### src/design/rvseed_defs.svh
// rvseed widths and encodings
`ifndef RVSEED_DEFS_SVH
`define RVSEED_DEFS_SVH

`define RVSEED_XLEN       64
`define RVSEED_REG_NUM    32
`define RVSEED_REG_AW     5
`define RVSEED_AXI_AW     32

// major opcodes
`define RVSEED_OPC_OP     7'b0110011
`define RVSEED_OPC_OPIMM  7'b0010011
`define RVSEED_OPC_LOAD   7'b0000011

`define RVSEED_RESP_OKAY  2'b00

`endif

### src/design/rvseed_pkg.sv
// rvseed shared types
`default_nettype none

`include "rvseed_defs.svh"

package rvseed_pkg;

    typedef struct packed {
        logic [6:0]                 funct7;
        logic [`RVSEED_REG_AW-1:0]  rs2;
        logic [`RVSEED_REG_AW-1:0]  rs1;
        logic [2:0]                 funct3;
        logic [`RVSEED_REG_AW-1:0]  rd;
        logic [6:0]                 opcode;
    } r_fmt_t;

    typedef struct packed {
        logic [11:0]                imm12;
        logic [`RVSEED_REG_AW-1:0]  rs1;
        logic [2:0]                 funct3;
        logic [`RVSEED_REG_AW-1:0]  rd;
        logic [6:0]                 opcode;
    } i_fmt_t;

    // same word, register or immediate layout
    typedef union packed {
        r_fmt_t r_fmt;
        i_fmt_t i_fmt;
    } inst_u;

    typedef enum logic [3:0] {
        ALU_ADD, ALU_SUB, ALU_SLL, ALU_SLT, ALU_SLTU,
        ALU_XOR, ALU_SRL, ALU_SRA, ALU_OR, ALU_AND
    } alu_op_e;

    typedef enum logic [1:0] {LD_B, LD_H, LD_W, LD_D} load_sz_e; // matches funct3[1:0]

    typedef struct packed {
        logic                       valid;
        logic                       is_load;
        logic                       illegal;
        logic [`RVSEED_REG_AW-1:0]  rd;
        alu_op_e                    alu_op;
        load_sz_e                   ld_sz;
        logic                       ld_uns;  // zero extend
        logic [`RVSEED_XLEN-1:0]    op_a;
        logic [`RVSEED_XLEN-1:0]    op_b;    // rs2 or sign-extended imm
    } issue_t;

    typedef struct packed {
        logic                       valid;
        logic [`RVSEED_REG_AW-1:0]  rd;
        logic [`RVSEED_XLEN-1:0]    data;
        logic                       illegal;
        logic                       fault;
    } wb_t;

    typedef struct packed {
        logic                       valid;
        logic [`RVSEED_REG_AW-1:0]  rd;
        logic [`RVSEED_XLEN-1:0]    data;
        logic                       illegal;
        logic                       fault;
    } retire_t;

    typedef struct packed {
        logic                       wen;
        logic [`RVSEED_REG_AW-1:0]  waddr;
    } rd_port_t;

endpackage

`default_nettype wire

### src/design/wb_stage.sv
// register file and retire
`timescale 1ns/1ps
`default_nettype none

`include "rvseed_defs.svh"

module wb_stage import rvseed_pkg::*; (
    input  wire                         clk_i,
    input  wire                         arst_n_i,
    input  wire wb_t                    alu_wb_i,
    input  wire wb_t                    mem_wb_i,
    input  wire [`RVSEED_REG_AW-1:0]    rs1_addr_i,
    input  wire [`RVSEED_REG_AW-1:0]    rs2_addr_i,
    output logic [`RVSEED_XLEN-1:0]     rs1_data_o,
    output logic [`RVSEED_XLEN-1:0]     rs2_data_o,
    output rd_port_t                    wb_port_o,
    output retire_t                     retire_o
);

    logic [`RVSEED_XLEN-1:0] regs [`RVSEED_REG_NUM];
    wb_t                     sel;
    logic                    wen;

    // the two sources are never valid together
    assign sel = mem_wb_i.valid ? mem_wb_i : alu_wb_i;
    assign wen = sel.valid & (sel.rd != '0) & ~sel.illegal & ~sel.fault;

    assign wb_port_o.wen   = wen;
    assign wb_port_o.waddr = sel.rd;

    assign rs1_data_o = (rs1_addr_i == '0) ? '0 : regs[rs1_addr_i];
    assign rs2_data_o = (rs2_addr_i == '0) ? '0 : regs[rs2_addr_i];

    always_ff @(posedge clk_i or negedge arst_n_i) begin
        if (!arst_n_i) begin
            for (int i = 0; i < `RVSEED_REG_NUM; i++)
                regs[i] <= '0;
            retire_o <= '0;
        end else begin
            if (wen)
                regs[sel.rd] <= sel.data;
            retire_o <= retire_t'(sel);  // same layout as wb_t
        end
    end

endmodule

`default_nettype wire

### config.mk
export PLATFORM = sky130hd
export DESIGN_NAME = wb_stage
export DESIGN_NICKNAME = d
export VERILOG_FILES = /design/src/design/rvseed_pkg.sv /design/src/design/wb_stage.sv
export VERILOG_INCLUDE_DIRS = /design/src /design/src/design
export SDC_FILE = /design/constraint.sdc
export NUM_CORES = 2
export LEC_CHECK = 0
export ABC_CLOCK_PERIOD_IN_PS = 5550
export BUFFER_PORTS_ARGS = -buffer_cell sky130_fd_sc_hd__buf_2
export CAP_MARGIN = 20
export CORE_AREA = 4 4 570 572
export DETAILED_ROUTE_END_ITERATION = 10
export DIE_AREA = 0 0 574 576
export GPL_TIMING_DRIVEN = 0
export MAX_ROUTING_LAYER = met4
export PLACE_DENSITY = 0.6
export SKIP_LAST_GASP = 1
export SLEW_MARGIN = 0
export SYNTH_ARGS = -nofsm -noshare
export SYNTH_HDL_FRONTEND = slang
export SYNTH_SLANG_ARGS = --single-unit
### constraint.sdc
create_clock -name clk_i -period 5.55 [get_ports clk_i]
set_input_delay 0.2775 -clock clk_i [delete_from_list [all_inputs] [get_ports clk_i]]
set_output_delay 0.2775 -clock clk_i [all_outputs]
set_load 0.005 [all_outputs]
### Yosys cells after proc, flatten, opt, wreduce, memory -nomap -nowiden

Index checks and enable logic that the tools add are counted.

* magnitude comparators: 4
* muxes and demuxes: 12
* bitwise logic cells: 8
* reduce and logical (&&, ||, !) cells: 4

Operators by type and width (count)
* bitwise mux 2048 bit: 1
* binary-select mux 64 bit (select 5 bit): 2
* 2-to-1 mux 64 bit: 7
* demux 64 bit (select 5 bit): 1
* 2-to-1 mux 72 bit: 1
* greater-or-equal comparator 6 bit (second input constant): 3
* NOT 5 -> 6 bit: 3
* zero test 5 bit: 2
* less-than comparator 6 x 1 -> 1 bit (second input constant): 1
* nonzero test 5 bit: 1
* bitwise AND 1 bit: 3
* NOT 1 bit: 2
* logical AND 1 bit: 1

* flip-flop bits (word level): 2120
* bits of input ports: 156

### Depth between registers and ports, before layout

* depth after elaboration: 7
* gate-level depth with buffers: 9

### Worst setup path after synthesis

Ideal clock, no wire load.

* path kind: input to output
* start: input port rs2_addr_i[0]
* end: output port rs2_data_o[20]
* arrival: 2.197 ns
* slack: 3.075 ns
* stages on the path: 8
* path buffers: 4
* cells stage by stage: buf_2 buf_2 buf_2 buf_2 mux4_2 mux2_2 a22oi_1 o211ai_1

* longest elaborated chain between the ends: 5
* elaborated cells on any way between the ends: 6

RTL lines
* start, declared: RTL line wb_stage.sv:13 `` input wire [`RVSEED_REG_AW-1:0] rs2_addr_i, ``
* NOT 5 -> 6 bit (not written as such): RTL line wb_stage.sv:32 `assign rs2_data_o = (rs2_addr_i == '0) ? '0 : regs[rs2_addr_i];`
* binary-select mux 64 bit (select 5 bit): RTL line wb_stage.sv:32
* 2-to-1 mux 64 bit (not written as such) (2 in series): RTL line wb_stage.sv:32
* 2-to-1 mux 64 bit (*): RTL line wb_stage.sv:32
* end, declared: RTL line wb_stage.sv:15 `` output logic [`RVSEED_XLEN-1:0] rs2_data_o, ``

Mark *: on every way between the ends. The rest lies on a longest branch, timed or not. The select of a mux whose other input is x is not followed.

### Worst setup path after layout

* start: input port rs2_addr_i[0]
* end: output port rs2_data_o[48]

The elaborated chain is that of the path after synthesis.

==> reports/qor.csv <==
stage;metric;value;unit
clocking;clockRootBuffer;clkbuf_16;
min_path;min_path_type;input pin to register;
setup_path;cp_data_arrival_time;5570;ps
routing;drt_wl_total;502000;um
cells_and_area;area_growth_syn_to_layout;17.6;%
power;power;44.2;mW
grt;overflow;0;
cells_and_area;regArea;53100;um2
grt;grt_first_pass_wirelength;675000;um
sta;finalHoldViolations;0;
routing;ant_nets;0;
cells_and_area;drive_above_1_share;0.578;
run_status;violations;negative setup slack;
routing;post_drt_wl_per_cell;41.1;um
clocking;cts_buffers;242;
grt;grt_pass1_vias;78800;
grt;grt_max_degree;175;
place;dpl_cell_area;121000;um2
floorplanning;io_pins;362;
place;io_buffers;353;
routing;drt_first_iter_violations;9956;
sta;whs;121;ps
cells_and_area;fill_cells;29100;
floorplanning;die_area;331000;um2
place;gp_congestion;0.943;
place;place_inst;11500;
grt;antenna_found_initial;63;
sta;clock_skew;0;ps
routing;vias_per_cell;6.35;
grt;grt_usage;0.306;
setup_path;path_class;input pin to output pin;
logic_synthesis;synthFlopType;dfrtp_1;
logic_synthesis;synth_seq_area_share;0.475;
cells_and_area;num-nets-final;7879;
logic_synthesis;ys_types;54;
sta;setup_tns;-549;ps
sta;setup_viol;3;
cells_and_area;multiInputGateArea;54200;um2
logic_synthesis;synth.ff_latch_count;2120;
floorplanning;start_util;0.349;
clocking;clockBufferDepth;4;
setup_path;cp_cell_sequence;buf_2 > buf_4 > buf_2 > buf_2 > buf_2 > nor2_1 > a21oi_1 > a41oi_1 > a21oi_1 > buf_2;
flow_run;maxCapViolCount;0;
clocking;clk_latency;940;ps
routing;drc_errors;0;
cells_and_area;instances_no_fill;12200;
sta;worst_pin_slew;1300;ps
sta;grt_setup_unrepaired;false;
place;dp_slack;-78.5;ps
routing;first_pass_iters;8;
logic_synthesis;synthArstFlopShare;1.00;
sta;slew_headroom;0.131;
run_status;status;complete, but fails checks;
power;power_density;337;nW/um2
setup_path;worstPathRequired;5270;ps
setup_path;critPathSlowestCell;a21oi_1;
logic_synthesis;syn-num-nets;6998;
setup_path;crit_fanout;10;
sta;fmax;171;MHz
clocking;htree_levels;4;
cells_and_area;fin_util;0.410;
floorplanning;chipWidth;574;um
clocking;cts_tree;done;
floorplanning;dieHeight;576;um
logic_synthesis;synth_area;112000;um2
routing;vias;77500;
logic_synthesis;synth_enable_flop_cells;0;
logic_synthesis;syn_inst;6842;
sta;period_needed;5850;ps
place;post-dp-hpwl;342000;um
setup_path;cpMostUsedCell;buf_2;
clocking;path_clk_slew;60;ps
cells_and_area;fin_area;131000;um2
sta;final.period_utilization;1.05;
setup_path;max_stage_delay;870;ps
logic_synthesis;syn_avg_cell_area;16.3;um2
logic_synthesis;yosys_warnings;0;
sta;slew_violations;0;
sta;setup_slack;-302;ps
clocking;clock_sink_count;2120;
power;ir_drop;0.303;mV
power;power.leakage;58.9;nW
floorplanning;rows;208;
setup_path;startpoint_type;input pin;
setup_path;critPathCaptureType;output pin;
floorplanning;core_area;320000;um2
==> synthesized netlist by cell type, drive strengths merged (3+ instances only) <==
cell     count  share of area
nor2b        9        0.00050
nand2b      14        0.00078
nor3         8        0.00036
mux2i      262          0.023
o211ai       6        0.00040
a21o        46         0.0031
and2         3        0.00017
clkbuf     403          0.014
inv          7        0.00024
o221ai      11        0.00086
buf        391          0.026
nand3       13        0.00058
o22a         3        0.00024
a221o       21         0.0019
and3b        4        0.00031
a211o        3        0.00024
dfrtp     2120           0.48
a21oi        6        0.00030
a221oi       8        0.00063
nor3b        4        0.00031
a2111oi      6        0.00047
mux2      2129           0.21
nor2        43         0.0021
o21ai       54         0.0024
o22ai       66         0.0037
nand2       18        0.00061
mux4      1089           0.22
a41oi        3        0.00024
a31oi        7        0.00045
or2          5        0.00028
a311oi       5        0.00039
a22oi       15         0.0010
o2bb2ai      3        0.00024
a2bb2oi     44         0.0035
==> metal layers <==
layer | global-route usage | vias to the layer above | share of wire
met2 | 0.420 | 5350 | 0.42
met4 | 0.204 | 0 | 0.079
met1 | 0.373 | 42100 | 0.38
li1 | - | 28500 | -
met5 | - | - | 0
met3 | 0.115 | 1481 | 0.12
==> cell type report <==
cell class | count | area share
Multi-Input combinational cell | 3919 | 0.413
Sequential cell | 2120 | 0.404
Clock buffer | 348 | 0.0536
Timing Repair Buffer | 637 | 0.0435
Tap cell | 4200 | 0.0400
Buffer | 794 | 0.0346
Clock inverter | 101 | 0.00950
Antenna cell | 67 | 0.00128
Inverter | 9 | 0.000257
==> repair_timing <==
item / in CTS / in global routing
endpoints found under the hold margin: 474 / 0
setup endpoints to repair: 1 / 0
hold buffers: 147 / 0
buffers inserted: 0 / 0
gates resized for setup: 1 / 0
==> path summary, 6_finish.rpt <==
kind | from | endpoint | slack [ps] | cells after the start
min in group asynchronous | arst_n_i | regs[468] | 460 | 3
max in group asynchronous | arst_n_i | retire_o[58] | 1820 | 7
setup / recovery | rs2_addr_i[0] | rs2_data_o[48] | -300 | 10
hold / removal | alu_wb_i[71] | retire_o[71] | 120 | 3
hold reg to reg | regs[1985] | regs[1985] | 460 | 1
setup reg to reg | regs[1852] | regs[1852] | 4700 | 1
==> critical path, delay by kind of cell <==
family,cells,cell delay (ps)
AOI/OAI and AO/OA,3,2010
buffers and inverters,6,2840
and+or+nand+nor,1,400
==> sequential cells by signal (all words and copies together), names as in the netlist <==
signal / count
regs: 2048
retire_o: 72
==> cell families after synthesis <==
group	share of synthesized area
multiplexers	0.458
AND/OR/NAND/NOR	0.00669
AO/OA/AOI/OAI	0.0203
flip-flops	0.475
buffers and inverters	0.0400
==> where the power goes <==
group / switching (mW) / total (mW) / internal (mW)
Sequential: 1.47 / 18.9 / 17.4
Clock: 7.17 / 17.0 / 9.84
Combinational: 4.10 / 8.31 / 4.21
Total: 12.7 / 44.2 / 31.5
==> placed cells by master (no fill, tap or decap), types with 7 or more instances in the layout <==
master,n
a21o_1,46
a221o_1,21
a221oi_1,8
a22oi_1,15
a2bb2oi_1,44
buf_1,24
buf_12,15
buf_16,33
buf_2,515
buf_4,71
buf_6,145
buf_8,76
bufinv_16,22
clkbuf_1,394
clkbuf_16,244
clkbuf_2,59
clkbuf_8,54
clkinv_2,55
dfrtp_1,2120
diode_2,67
dlygate4sd3_1,146
mux2_2,2129
mux2i_1,262
mux4_2,1089
nand2_1,18
nand2b_1,14
nand3_1,13
nor2_1,12
nor2_2,16
nor2_4,15
nor2b_1,8
nor3_1,7
o21ai_0,54
o221ai_1,11
o22ai_1,66
Note: power is estimated with default switching activity, not from simulation.
