### config.mk
export PLATFORM = sky130hd
export DESIGN_NAME = id_stage
export DESIGN_NICKNAME = d
export VERILOG_FILES = /design/src/design/rvseed_pkg.sv /design/src/design/id_stage.sv
export VERILOG_INCLUDE_DIRS = /design/src /design/src/design
export SDC_FILE = /design/constraint.sdc
export NUM_CORES = 1
export LEC_CHECK = 0
export BUFFER_PORTS_ARGS = -buffer_cell sky130_fd_sc_hd__buf_4
export CORE_MARGIN = 2
export CORE_UTILIZATION = 35
export CTS_CLUSTER_DIAMETER = 80
export CTS_CLUSTER_SIZE = 25
export DETAILED_ROUTE_END_ITERATION = 8
export SYNTH_ARGS = -nofsm -noshare
export SYNTH_HDL_FRONTEND = slang
export SYNTH_SLANG_ARGS = --single-unit
export TNS_END_PERCENT = 100
### constraint.sdc
create_clock -name clk_i -period 2.9 [get_ports clk_i]
set_input_delay 0.29 -clock clk_i [delete_from_list [all_inputs] [get_ports clk_i]]
set_output_delay 0.29 -clock clk_i [all_outputs]
set_load 0.02 [all_outputs]
### src/design/rvseed_defs.svh
// rvseed widths and encodings
`ifndef RVSEED_DEFS_SVH
`define RVSEED_DEFS_SVH

`define RVSEED_XLEN       64
`define RVSEED_REG_NUM    32
`define RVSEED_REG_AW     5
`define RVSEED_AXI_AW     32

// major opcodes
`define RVSEED_OPC_OP     7'b0110011
`define RVSEED_OPC_OPIMM  7'b0010011
`define RVSEED_OPC_LOAD   7'b0000011

`define RVSEED_RESP_OKAY  2'b00

`endif

### src/design/rvseed_pkg.sv
// rvseed shared types
`default_nettype none

`include "rvseed_defs.svh"

package rvseed_pkg;

    typedef struct packed {
        logic [6:0]                 funct7;
        logic [`RVSEED_REG_AW-1:0]  rs2;
        logic [`RVSEED_REG_AW-1:0]  rs1;
        logic [2:0]                 funct3;
        logic [`RVSEED_REG_AW-1:0]  rd;
        logic [6:0]                 opcode;
    } r_fmt_t;

    typedef struct packed {
        logic [11:0]                imm12;
        logic [`RVSEED_REG_AW-1:0]  rs1;
        logic [2:0]                 funct3;
        logic [`RVSEED_REG_AW-1:0]  rd;
        logic [6:0]                 opcode;
    } i_fmt_t;

    // same word, register or immediate layout
    typedef union packed {
        r_fmt_t r_fmt;
        i_fmt_t i_fmt;
    } inst_u;

    typedef enum logic [3:0] {
        ALU_ADD, ALU_SUB, ALU_SLL, ALU_SLT, ALU_SLTU,
        ALU_XOR, ALU_SRL, ALU_SRA, ALU_OR, ALU_AND
    } alu_op_e;

    typedef enum logic [1:0] {LD_B, LD_H, LD_W, LD_D} load_sz_e; // matches funct3[1:0]

    typedef struct packed {
        logic                       valid;
        logic                       is_load;
        logic                       illegal;
        logic [`RVSEED_REG_AW-1:0]  rd;
        alu_op_e                    alu_op;
        load_sz_e                   ld_sz;
        logic                       ld_uns;  // zero extend
        logic [`RVSEED_XLEN-1:0]    op_a;
        logic [`RVSEED_XLEN-1:0]    op_b;    // rs2 or sign-extended imm
    } issue_t;

    typedef struct packed {
        logic                       valid;
        logic [`RVSEED_REG_AW-1:0]  rd;
        logic [`RVSEED_XLEN-1:0]    data;
        logic                       illegal;
        logic                       fault;
    } wb_t;

    typedef struct packed {
        logic                       valid;
        logic [`RVSEED_REG_AW-1:0]  rd;
        logic [`RVSEED_XLEN-1:0]    data;
        logic                       illegal;
        logic                       fault;
    } retire_t;

    typedef struct packed {
        logic                       wen;
        logic [`RVSEED_REG_AW-1:0]  waddr;
    } rd_port_t;

endpackage

`default_nettype wire

### src/design/id_stage.sv
// instruction decode and issue
`timescale 1ns/1ps
`default_nettype none

`include "rvseed_defs.svh"

module id_stage import rvseed_pkg::*; (
    input  wire                         clk_i,
    input  wire                         arst_n_i,
    input  wire                         inst_valid_i,
    input  wire inst_u                  inst_i,
    input  wire [`RVSEED_XLEN-1:0]      rs1_data_i,
    input  wire [`RVSEED_XLEN-1:0]      rs2_data_i,
    input  wire rd_port_t               wb_port_i,
    input  wire                         mem_busy_i,
    output logic                        inst_ready_o,
    output logic [`RVSEED_REG_AW-1:0]   rs1_addr_o,
    output logic [`RVSEED_REG_AW-1:0]   rs2_addr_o,
    output issue_t                      issue_o
);

    logic [6:0]                 opcode;
    logic [2:0]                 funct3;
    logic [6:0]                 funct7;
    logic [5:0]                 funct6;
    logic [`RVSEED_REG_AW-1:0]  rd;
    logic [`RVSEED_XLEN-1:0]    imm_sext;
    logic                       dec_illegal, dec_load, use_rs2, src_busy, accept, ready_q;
    alu_op_e                    dec_op;
    load_sz_e                   dec_sz;
    logic                       dec_uns;
    logic [`RVSEED_REG_NUM-1:0] pending_q, set_vec, clr_vec;
    issue_t                     issue_d;

    assign opcode   = inst_i.r_fmt.opcode;
    assign funct3   = inst_i.r_fmt.funct3;
    assign funct7   = inst_i.r_fmt.funct7;
    assign funct6   = inst_i.i_fmt.imm12[11:6];  // rv64 shift selector
    assign rd       = inst_i.r_fmt.rd;
    assign imm_sext = {{(`RVSEED_XLEN-12){inst_i.i_fmt.imm12[11]}}, inst_i.i_fmt.imm12};

    assign rs1_addr_o = inst_i.i_fmt.rs1;
    assign rs2_addr_o = inst_i.r_fmt.rs2;

    always_comb begin
        dec_illegal = 1'b0;
        dec_load    = 1'b0;
        dec_op      = ALU_ADD;
        dec_sz      = LD_D;
        dec_uns     = 1'b0;
        use_rs2     = 1'b0;
        case (opcode)
            `RVSEED_OPC_OP: begin
                use_rs2 = 1'b1;
                case ({funct7, funct3})
                    {7'h00, 3'b000}: dec_op = ALU_ADD;
                    {7'h20, 3'b000}: dec_op = ALU_SUB;
                    {7'h00, 3'b001}: dec_op = ALU_SLL;
                    {7'h00, 3'b010}: dec_op = ALU_SLT;
                    {7'h00, 3'b011}: dec_op = ALU_SLTU;
                    {7'h00, 3'b100}: dec_op = ALU_XOR;
                    {7'h00, 3'b101}: dec_op = ALU_SRL;
                    {7'h20, 3'b101}: dec_op = ALU_SRA;
                    {7'h00, 3'b110}: dec_op = ALU_OR;
                    {7'h00, 3'b111}: dec_op = ALU_AND;
                    default:         dec_illegal = 1'b1;
                endcase
            end
            `RVSEED_OPC_OPIMM: begin
                case (funct3)
                    3'b000: dec_op = ALU_ADD;
                    3'b010: dec_op = ALU_SLT;
                    3'b011: dec_op = ALU_SLTU;
                    3'b100: dec_op = ALU_XOR;
                    3'b110: dec_op = ALU_OR;
                    3'b111: dec_op = ALU_AND;
                    3'b001: begin
                        dec_op      = ALU_SLL;
                        dec_illegal = (funct6 != 6'h00);
                    end
                    default: begin  // srli / srai
                        dec_op      = (funct6 == 6'h10) ? ALU_SRA : ALU_SRL;
                        dec_illegal = (funct6 != 6'h00) && (funct6 != 6'h10);
                    end
                endcase
            end
            `RVSEED_OPC_LOAD: begin
                dec_load    = 1'b1;
                dec_sz      = load_sz_e'(funct3[1:0]);
                dec_uns     = funct3[2];
                dec_illegal = (funct3 == 3'b111);  // no ldu
            end
            default: dec_illegal = 1'b1;
        endcase
    end

    // illegal words read nothing, so they never wait on the scoreboard
    assign src_busy = ~dec_illegal &
                      (pending_q[inst_i.i_fmt.rs1] | (use_rs2 & pending_q[inst_i.r_fmt.rs2]));
    assign inst_ready_o = ready_q & ~mem_busy_i & ~src_busy;
    assign accept       = inst_valid_i & inst_ready_o;

    always_comb begin
        set_vec = '0;
        clr_vec = '0;
        if (accept && !dec_load && !dec_illegal && rd != '0)
            set_vec[rd] = 1'b1;
        // keep the bit if a younger alu op with the same rd sits in the issue reg
        if (wb_port_i.wen && !(issue_o.valid && !issue_o.is_load && !issue_o.illegal &&
                               issue_o.rd == wb_port_i.waddr))
            clr_vec[wb_port_i.waddr] = 1'b1;
    end

    always_comb begin
        issue_d.valid   = accept;
        issue_d.is_load = dec_load & ~dec_illegal;
        issue_d.illegal = dec_illegal;
        issue_d.rd      = rd;
        issue_d.alu_op  = dec_op;
        issue_d.ld_sz   = dec_sz;
        issue_d.ld_uns  = dec_uns;
        issue_d.op_a    = rs1_data_i;
        issue_d.op_b    = use_rs2 ? rs2_data_i : imm_sext;
    end

    always_ff @(posedge clk_i or negedge arst_n_i) begin
        if (!arst_n_i) begin
            ready_q   <= 1'b0;
            pending_q <= '0;
            issue_o   <= '0;
        end else begin
            ready_q   <= 1'b1;
            pending_q <= (pending_q & ~clr_vec) | set_vec;  // set wins
            issue_o   <= issue_d;
        end
    end

endmodule

`default_nettype wire

Word level (Yosys, flattened, before mapping):

Index checks and enable logic that the tools add are counted.

* register bits after elaboration: 176
* latch bits: 0
* bits in writable memories: 0
* bits in read-only memories: 0
* input port bits: 170
* output and inout bits: 154
* word-level logic and storage cells: 94
* memories: 0

* add/subtract/negate cells: 0
* multiply operators: 0
* div/mod/pow operators: 0
* order comparisons: 6
* equal/unequal tests: 21
* shift-type cells: 0
* muxes and demuxes: 22
* bitwise logic cells: 13
* reductions and logical operators: 21

Operators by type and width (number)
* $mux 32: 2
* $mux 64: 1
* $eq 10x3->1 const B: 4
* $pmux 4 s9: 1
* $and 32x32->32: 1
* $not 32->32: 1
* $or 32x32->32: 1
* $pmux 4 s7: 1
* $lt 5x6->1 const B: 4
* $eq 10x2->1 const B: 2
* $eq 10x9->1 const B: 2
* $bmux 1 s5: 2
* $demux 1 s5: 2
* $eq 10x1->1 const B: 1
* $ge 5x1->1 const B: 2
* $logic_and 1x1->1: 10
* $logic_not 10->1: 1
* $reduce_or 10->1: 1
* $eq 3x3->1 const B: 3
* $mux 1: 9
* $pmux 4 s2: 1
* $eq 7x2->1 const B: 1
* $eq 7x5->1 const B: 1
* $eq 7x6->1 const B: 1
* other kinds (16): 28

Logic depth before layout (Yosys ltp):

* depth after elaboration: 14
* gate-level depth with buffers: 7
* depth with buffers taken out: 6

Worst setup path before layout:

No wires, ideal clock.

* path kind: input port to output port
* start: in inst_i[18] in the netlist's numbering
* end: out inst_ready_o
* arrival time: 2.192 ns
* data required time: 2.610 ns
* slack: 0.418 ns
* stages: 6
* path buffers: 1
* path through: buf_2 -> mux4_2 -> mux4_2 -> o211ai_4 -> nand2_1 -> a21oi_1

* cells in the longest elaborated chain, start to end: 6

Ends and longest elaborated chain
* from (decl): line id_stage.sv:11 `input wire inst_u inst_i,`
* $bmux 1 s5: line id_stage.sv:99 `(pending_q[inst_i.i_fmt.rs1] | (use_rs2 & pending_q[inst_i.r_fmt.rs2]));`
* $mux 1 (implied by the code): line id_stage.sv:99
* $or 1x1->1: line id_stage.sv:99
* $and 1x1->1: line id_stage.sv:98 `assign src_busy = ~dec_illegal &`
* $not 1->1: line id_stage.sv:100 `assign inst_ready_o = ready_q & ~mem_busy_i & ~src_busy;`
* $and 1x1->1: line id_stage.sv:100
* to (decl): line id_stage.sv:16 `output logic inst_ready_o,`

No other way between the ends. The select of a mux whose other input is x is not followed.

Worst setup path after layout:

* start: reg pending_q[25]
* end: out inst_ready_o

* cells in the longest elaborated chain, start to end: 7
* elaborated cells on any way between the ends: 9
* classes of those cells: 4 x mux; 5 x bitwise

Ends and longest elaborated chain
* from (decl): line id_stage.sv:32 `` logic [`RVSEED_REG_NUM-1:0] pending_q, set_vec, clr_vec; ``
* from (signal assigned): line id_stage.sv:133 `pending_q <= (pending_q & ~clr_vec) | set_vec;`
* $bmux 1 s5: line id_stage.sv:99
* $mux 1 (implied by the code): line id_stage.sv:99
* $and 1x1->1: line id_stage.sv:99
* $or 1x1->1 *: line id_stage.sv:99
* $and 1x1->1 *: line id_stage.sv:98
* $not 1->1 *: line id_stage.sv:100
* $and 1x1->1 *: line id_stage.sv:100

Every way passes the cells marked *; elsewhere a longest branch is shown, timed or not. The select of a mux whose other input is x is not followed.

==> flow_summary.yaml <==
place:
  detailedPlacementHpwl_um: 15400
  routabilityCongestion: 0.865
  io_buffers: 323
  dp_slack_ns: 0.363
floorplanning:
  num_rows: 50
  die_area_mm2: 0.0200
  die_w_um: 141
  io_pins: 324
  coreArea_mm2: 0.0186
  dieHeight_um: 141
  start_util_pct: 35.5
critical_path:
  ff2ff_path_depth: 6
  worst_ep_arrival_time_ns: 2.50
  cp-end-kind: "primary output"
  cp_slowest_stage_delay_ns: 0.51
  r2r_slack_ns: 0.48
  reg2reg_from: "pending_q[25]$_DFF_PN0_"
  crit_path_max_fanout: 4
  reg2reg_to: "pending_q[13]$_DFF_PN0_"
  critPathSlowestCell: "mux4_2"
  cp_data_required_time_ns: 2.61
  crit_top_cell: "mux4_2"
  startpoint_type: "register"
  crit_type: "reg -> out"
  path_cells: "mux4_2 > mux4_2 > o211ai_4 > nand2_2 > a21oi_1 > buf_4"
  path_buf_inv: 1
  crit_family: "multiplexers"
detailed_routing:
  drcViolationCount: 0
  post_drt_via_cell_ratio: 4.92
  wirelength_um: 21300
  vias: 5440
  drtIter0Drc: 242
  final_antenna_net_count: 0
  drt-pass1-iter-count: 4
  wire_per_inst_um: 19.2
pwr:
  p_int_uw: 4190
  switching_share_pct: 26.0
  switchingPower_uw: 1470
  p_seq_share_pct: 45.8
  ir_worst_vdd_mv: 0.416
  pwr-share-clk_pct: 39.8
  p_leak_uw: 0.00520
  cellPowerDensity_mw_per_mm2: 538
  combPwrFrac_pct: 14.5
global_routing:
  grt_overflow_total: 0
  grt.total_usage_pct: 21.0
  grt_pass1_vias: 5731
  antenna_found_initial: 0
  grt_start_max_net_pins: 69
  grt_pass1_wl_um: 32000
sta:
  clock-skew-final_ns: 0.00760
  setup_viol: 0
  relSlewSlack_pct: 55.2
  setup_ws_ns: 0.108
  report.final.slew_viol_count: 0
  hold_viol_final: 0
  period_minus_slack_ns: 2.79
  period_share_pct: 96.3
  fmax_ghz: 0.358
  worstMarginPinSlew_ns: 0.671
yosys:
  ys_warn_count: 0
  syn_nets: 646
  ys_ff_latch: 176
  synth.avg_cell_area_um2: 13.9
  syn_area_mm2: 0.00661
  syn-instance-count: 476
  netlist-cell-type-count: 47
  ys_seq_area_share_pct: 66.6
clock_tree:
  htree_num_levels: 4
  clk_path_buf_depth: 2
  clk_latency_ns: 0.42
  clk_pin_slew_ns: 0.07
  cts_root_buffer: "clkbuf_16"
  cts_buffers: 17
  cts_tree: "done"
  clock-sinks: 176
cells_and_area:
  fillers: 1588
  seq_area_mm2: 0.00440
  final_common_cell: "buf_4"
  final_cell_mix: "328 x buf_4, 176 x dfrtp_1, 67 x dlygate4sd3_1"
  multiInputGateArea_mm2: 0.00203
  finalNetCount: 1028
  postLayoutCoreUtil_pct: 56.4
  insertedDiodeCount: 0
  layout-drive-gt1-share_pct: 46.6
  area_growth_pct: 59.1
hold_path:
  hold_class: "in -> reg"
  min_to: "issue_o[138]$_DFF_PN0_"
  min-delay-start: "inst_i[10]"
  hold_depth: 1
job:
  cap_violations: 0
status:
  status: "completed"
[synthesized netlist by cell type (all sizes together)]
cell,count,area [um2]
nor4b,1,8.76
a21oi,4,20.0
or2,5,31.3
o22ai,2,12.5
a21o,53,398
xor2,1,8.76
mux2i,9,90.1
nor3b,1,7.51
and4,1,8.76
or3b,2,17.5
or3,6,37.5
or4,1,7.51
nand4,6,56.3
clkbuf,19,71.3
mux2,11,124
nand2b,6,37.5
o21ai,56,280
o31ai,8,60.1
nor2b,9,56.3
nor2,12,45.0
nor3,4,25.0
buf,17,105
and2,1,6.26
conb,1,3.75
nand3b,7,52.6
a21boi,3,22.5
o31a,1,8.76
o311ai,1,8.76
nand4b,1,15.0
or4bb,1,11.3
nand3,6,30.0
and3,1,6.26
xnor2,6,52.6
dfrtp,176,4400
mux4,16,360
o211a,1,10.0
nand2,13,48.8
o41ai,2,17.5
inv,2,7.51
o21a,1,7.51
o211ai,2,28.8
[per-layer routing]
layer / part of all wire [%] / global-route usage, % / vias up
li1: - / - / 2460
met1: 37 / 25.2 / 2682
met2: 54 / 37.3 / 269
met3: 6.9 / 4.59 / 29
met4: 2.1 / 7.68 / 0
met5: 0 / 0 / -
[power by group through the flow]
stage / sequential (uW) / clock, uW / combinational (uW)
3_5_place_dp: 2630 / 0 / 746
3_3_place_gp: 2630 / 0 / 736
4_1_cts: 2590 / 2310 / 822
2_1_floorplan: 2760 / 0 / 155
5_1_grt: 2590 / 2420 / 874
6_report: 2590 / 2250 / 818
[area by class of cell]
cell class	instances	area share, %
Timing Repair Buffer	399	30.5
Clock inverter	14	1.39
Sequential cell	176	41.9
Inverter	2	0.0714
Tap cell	234	2.78
Clock buffer	18	4.08
Multi-Input combinational cell	262	19.3
[worst max-delay path by stage]
| stage | start | end | slack (ns) | depth (start not counted) |
|---|---|---|---|---|
| floorplan | inst_i[18] | inst_ready_o | 0.42 | 6 |
| global placement | inst_i[18] | inst_ready_o | 0.38 | 7 |
| detailed placement | inst_i[3] | issue_o[56]$_DFF_PN0_ | 0.36 | 7 |
| CTS | pending_q[25]$_DFF_PN0_ | inst_ready_o | 0.02 | 6 |
| global route | pending_q[25]$_DFF_PN0_ | inst_ready_o | -0.003 | 6 |
| finish | pending_q[25]$_DFF_PN0_ | inst_ready_o | 0.11 | 6 |
[what timing repair did]
item	4_1_cts	5_1_grt
endpoints found under the setup margin	0	1
gates resized for setup	0	1
setup buffers	0	3
hold buffers	67	0
endpoints found under the hold margin	114	0
[stage by stage]
stage | cell area, um2 | TNS, ns | total power, uW | hold WS (ns) | instances
global placement | 9250 | 0 | 3370 | 0.263 | 1003
detailed placement | 9250 | 0 | 3380 | 0.271 | 1003
floorplan | 6610 | 0 | 2920 | -0.00559 | 476
global route | 10500 | -0.00287 | 5890 | 0.0186 | 1105
CTS | 10500 | 0 | 5710 | 0.0107 | 1102
finish | 10500 | 0 | 5650 | 0.0380 | 1105
[logic make-up (layout without fill, tap and decap cells)]
group           count (synthesis)  count (layout)  share of synthesized area [%]
buf+inv                        38             433                           2.78
xor+xnor                        7               7                          0.927
other cells                     1               1                         0.0567
mux                            36              36                           8.69
flops                         176             176                           66.6
compound gates                134             134                           13.2
simple gates                   84              84                           7.70
[flip-flops by register name (all words and copies together), names as in the netlist]
register / flops
ready_q: 1
issue_o: 143
pending_q: 32
(Power assumes the default switching activity.)
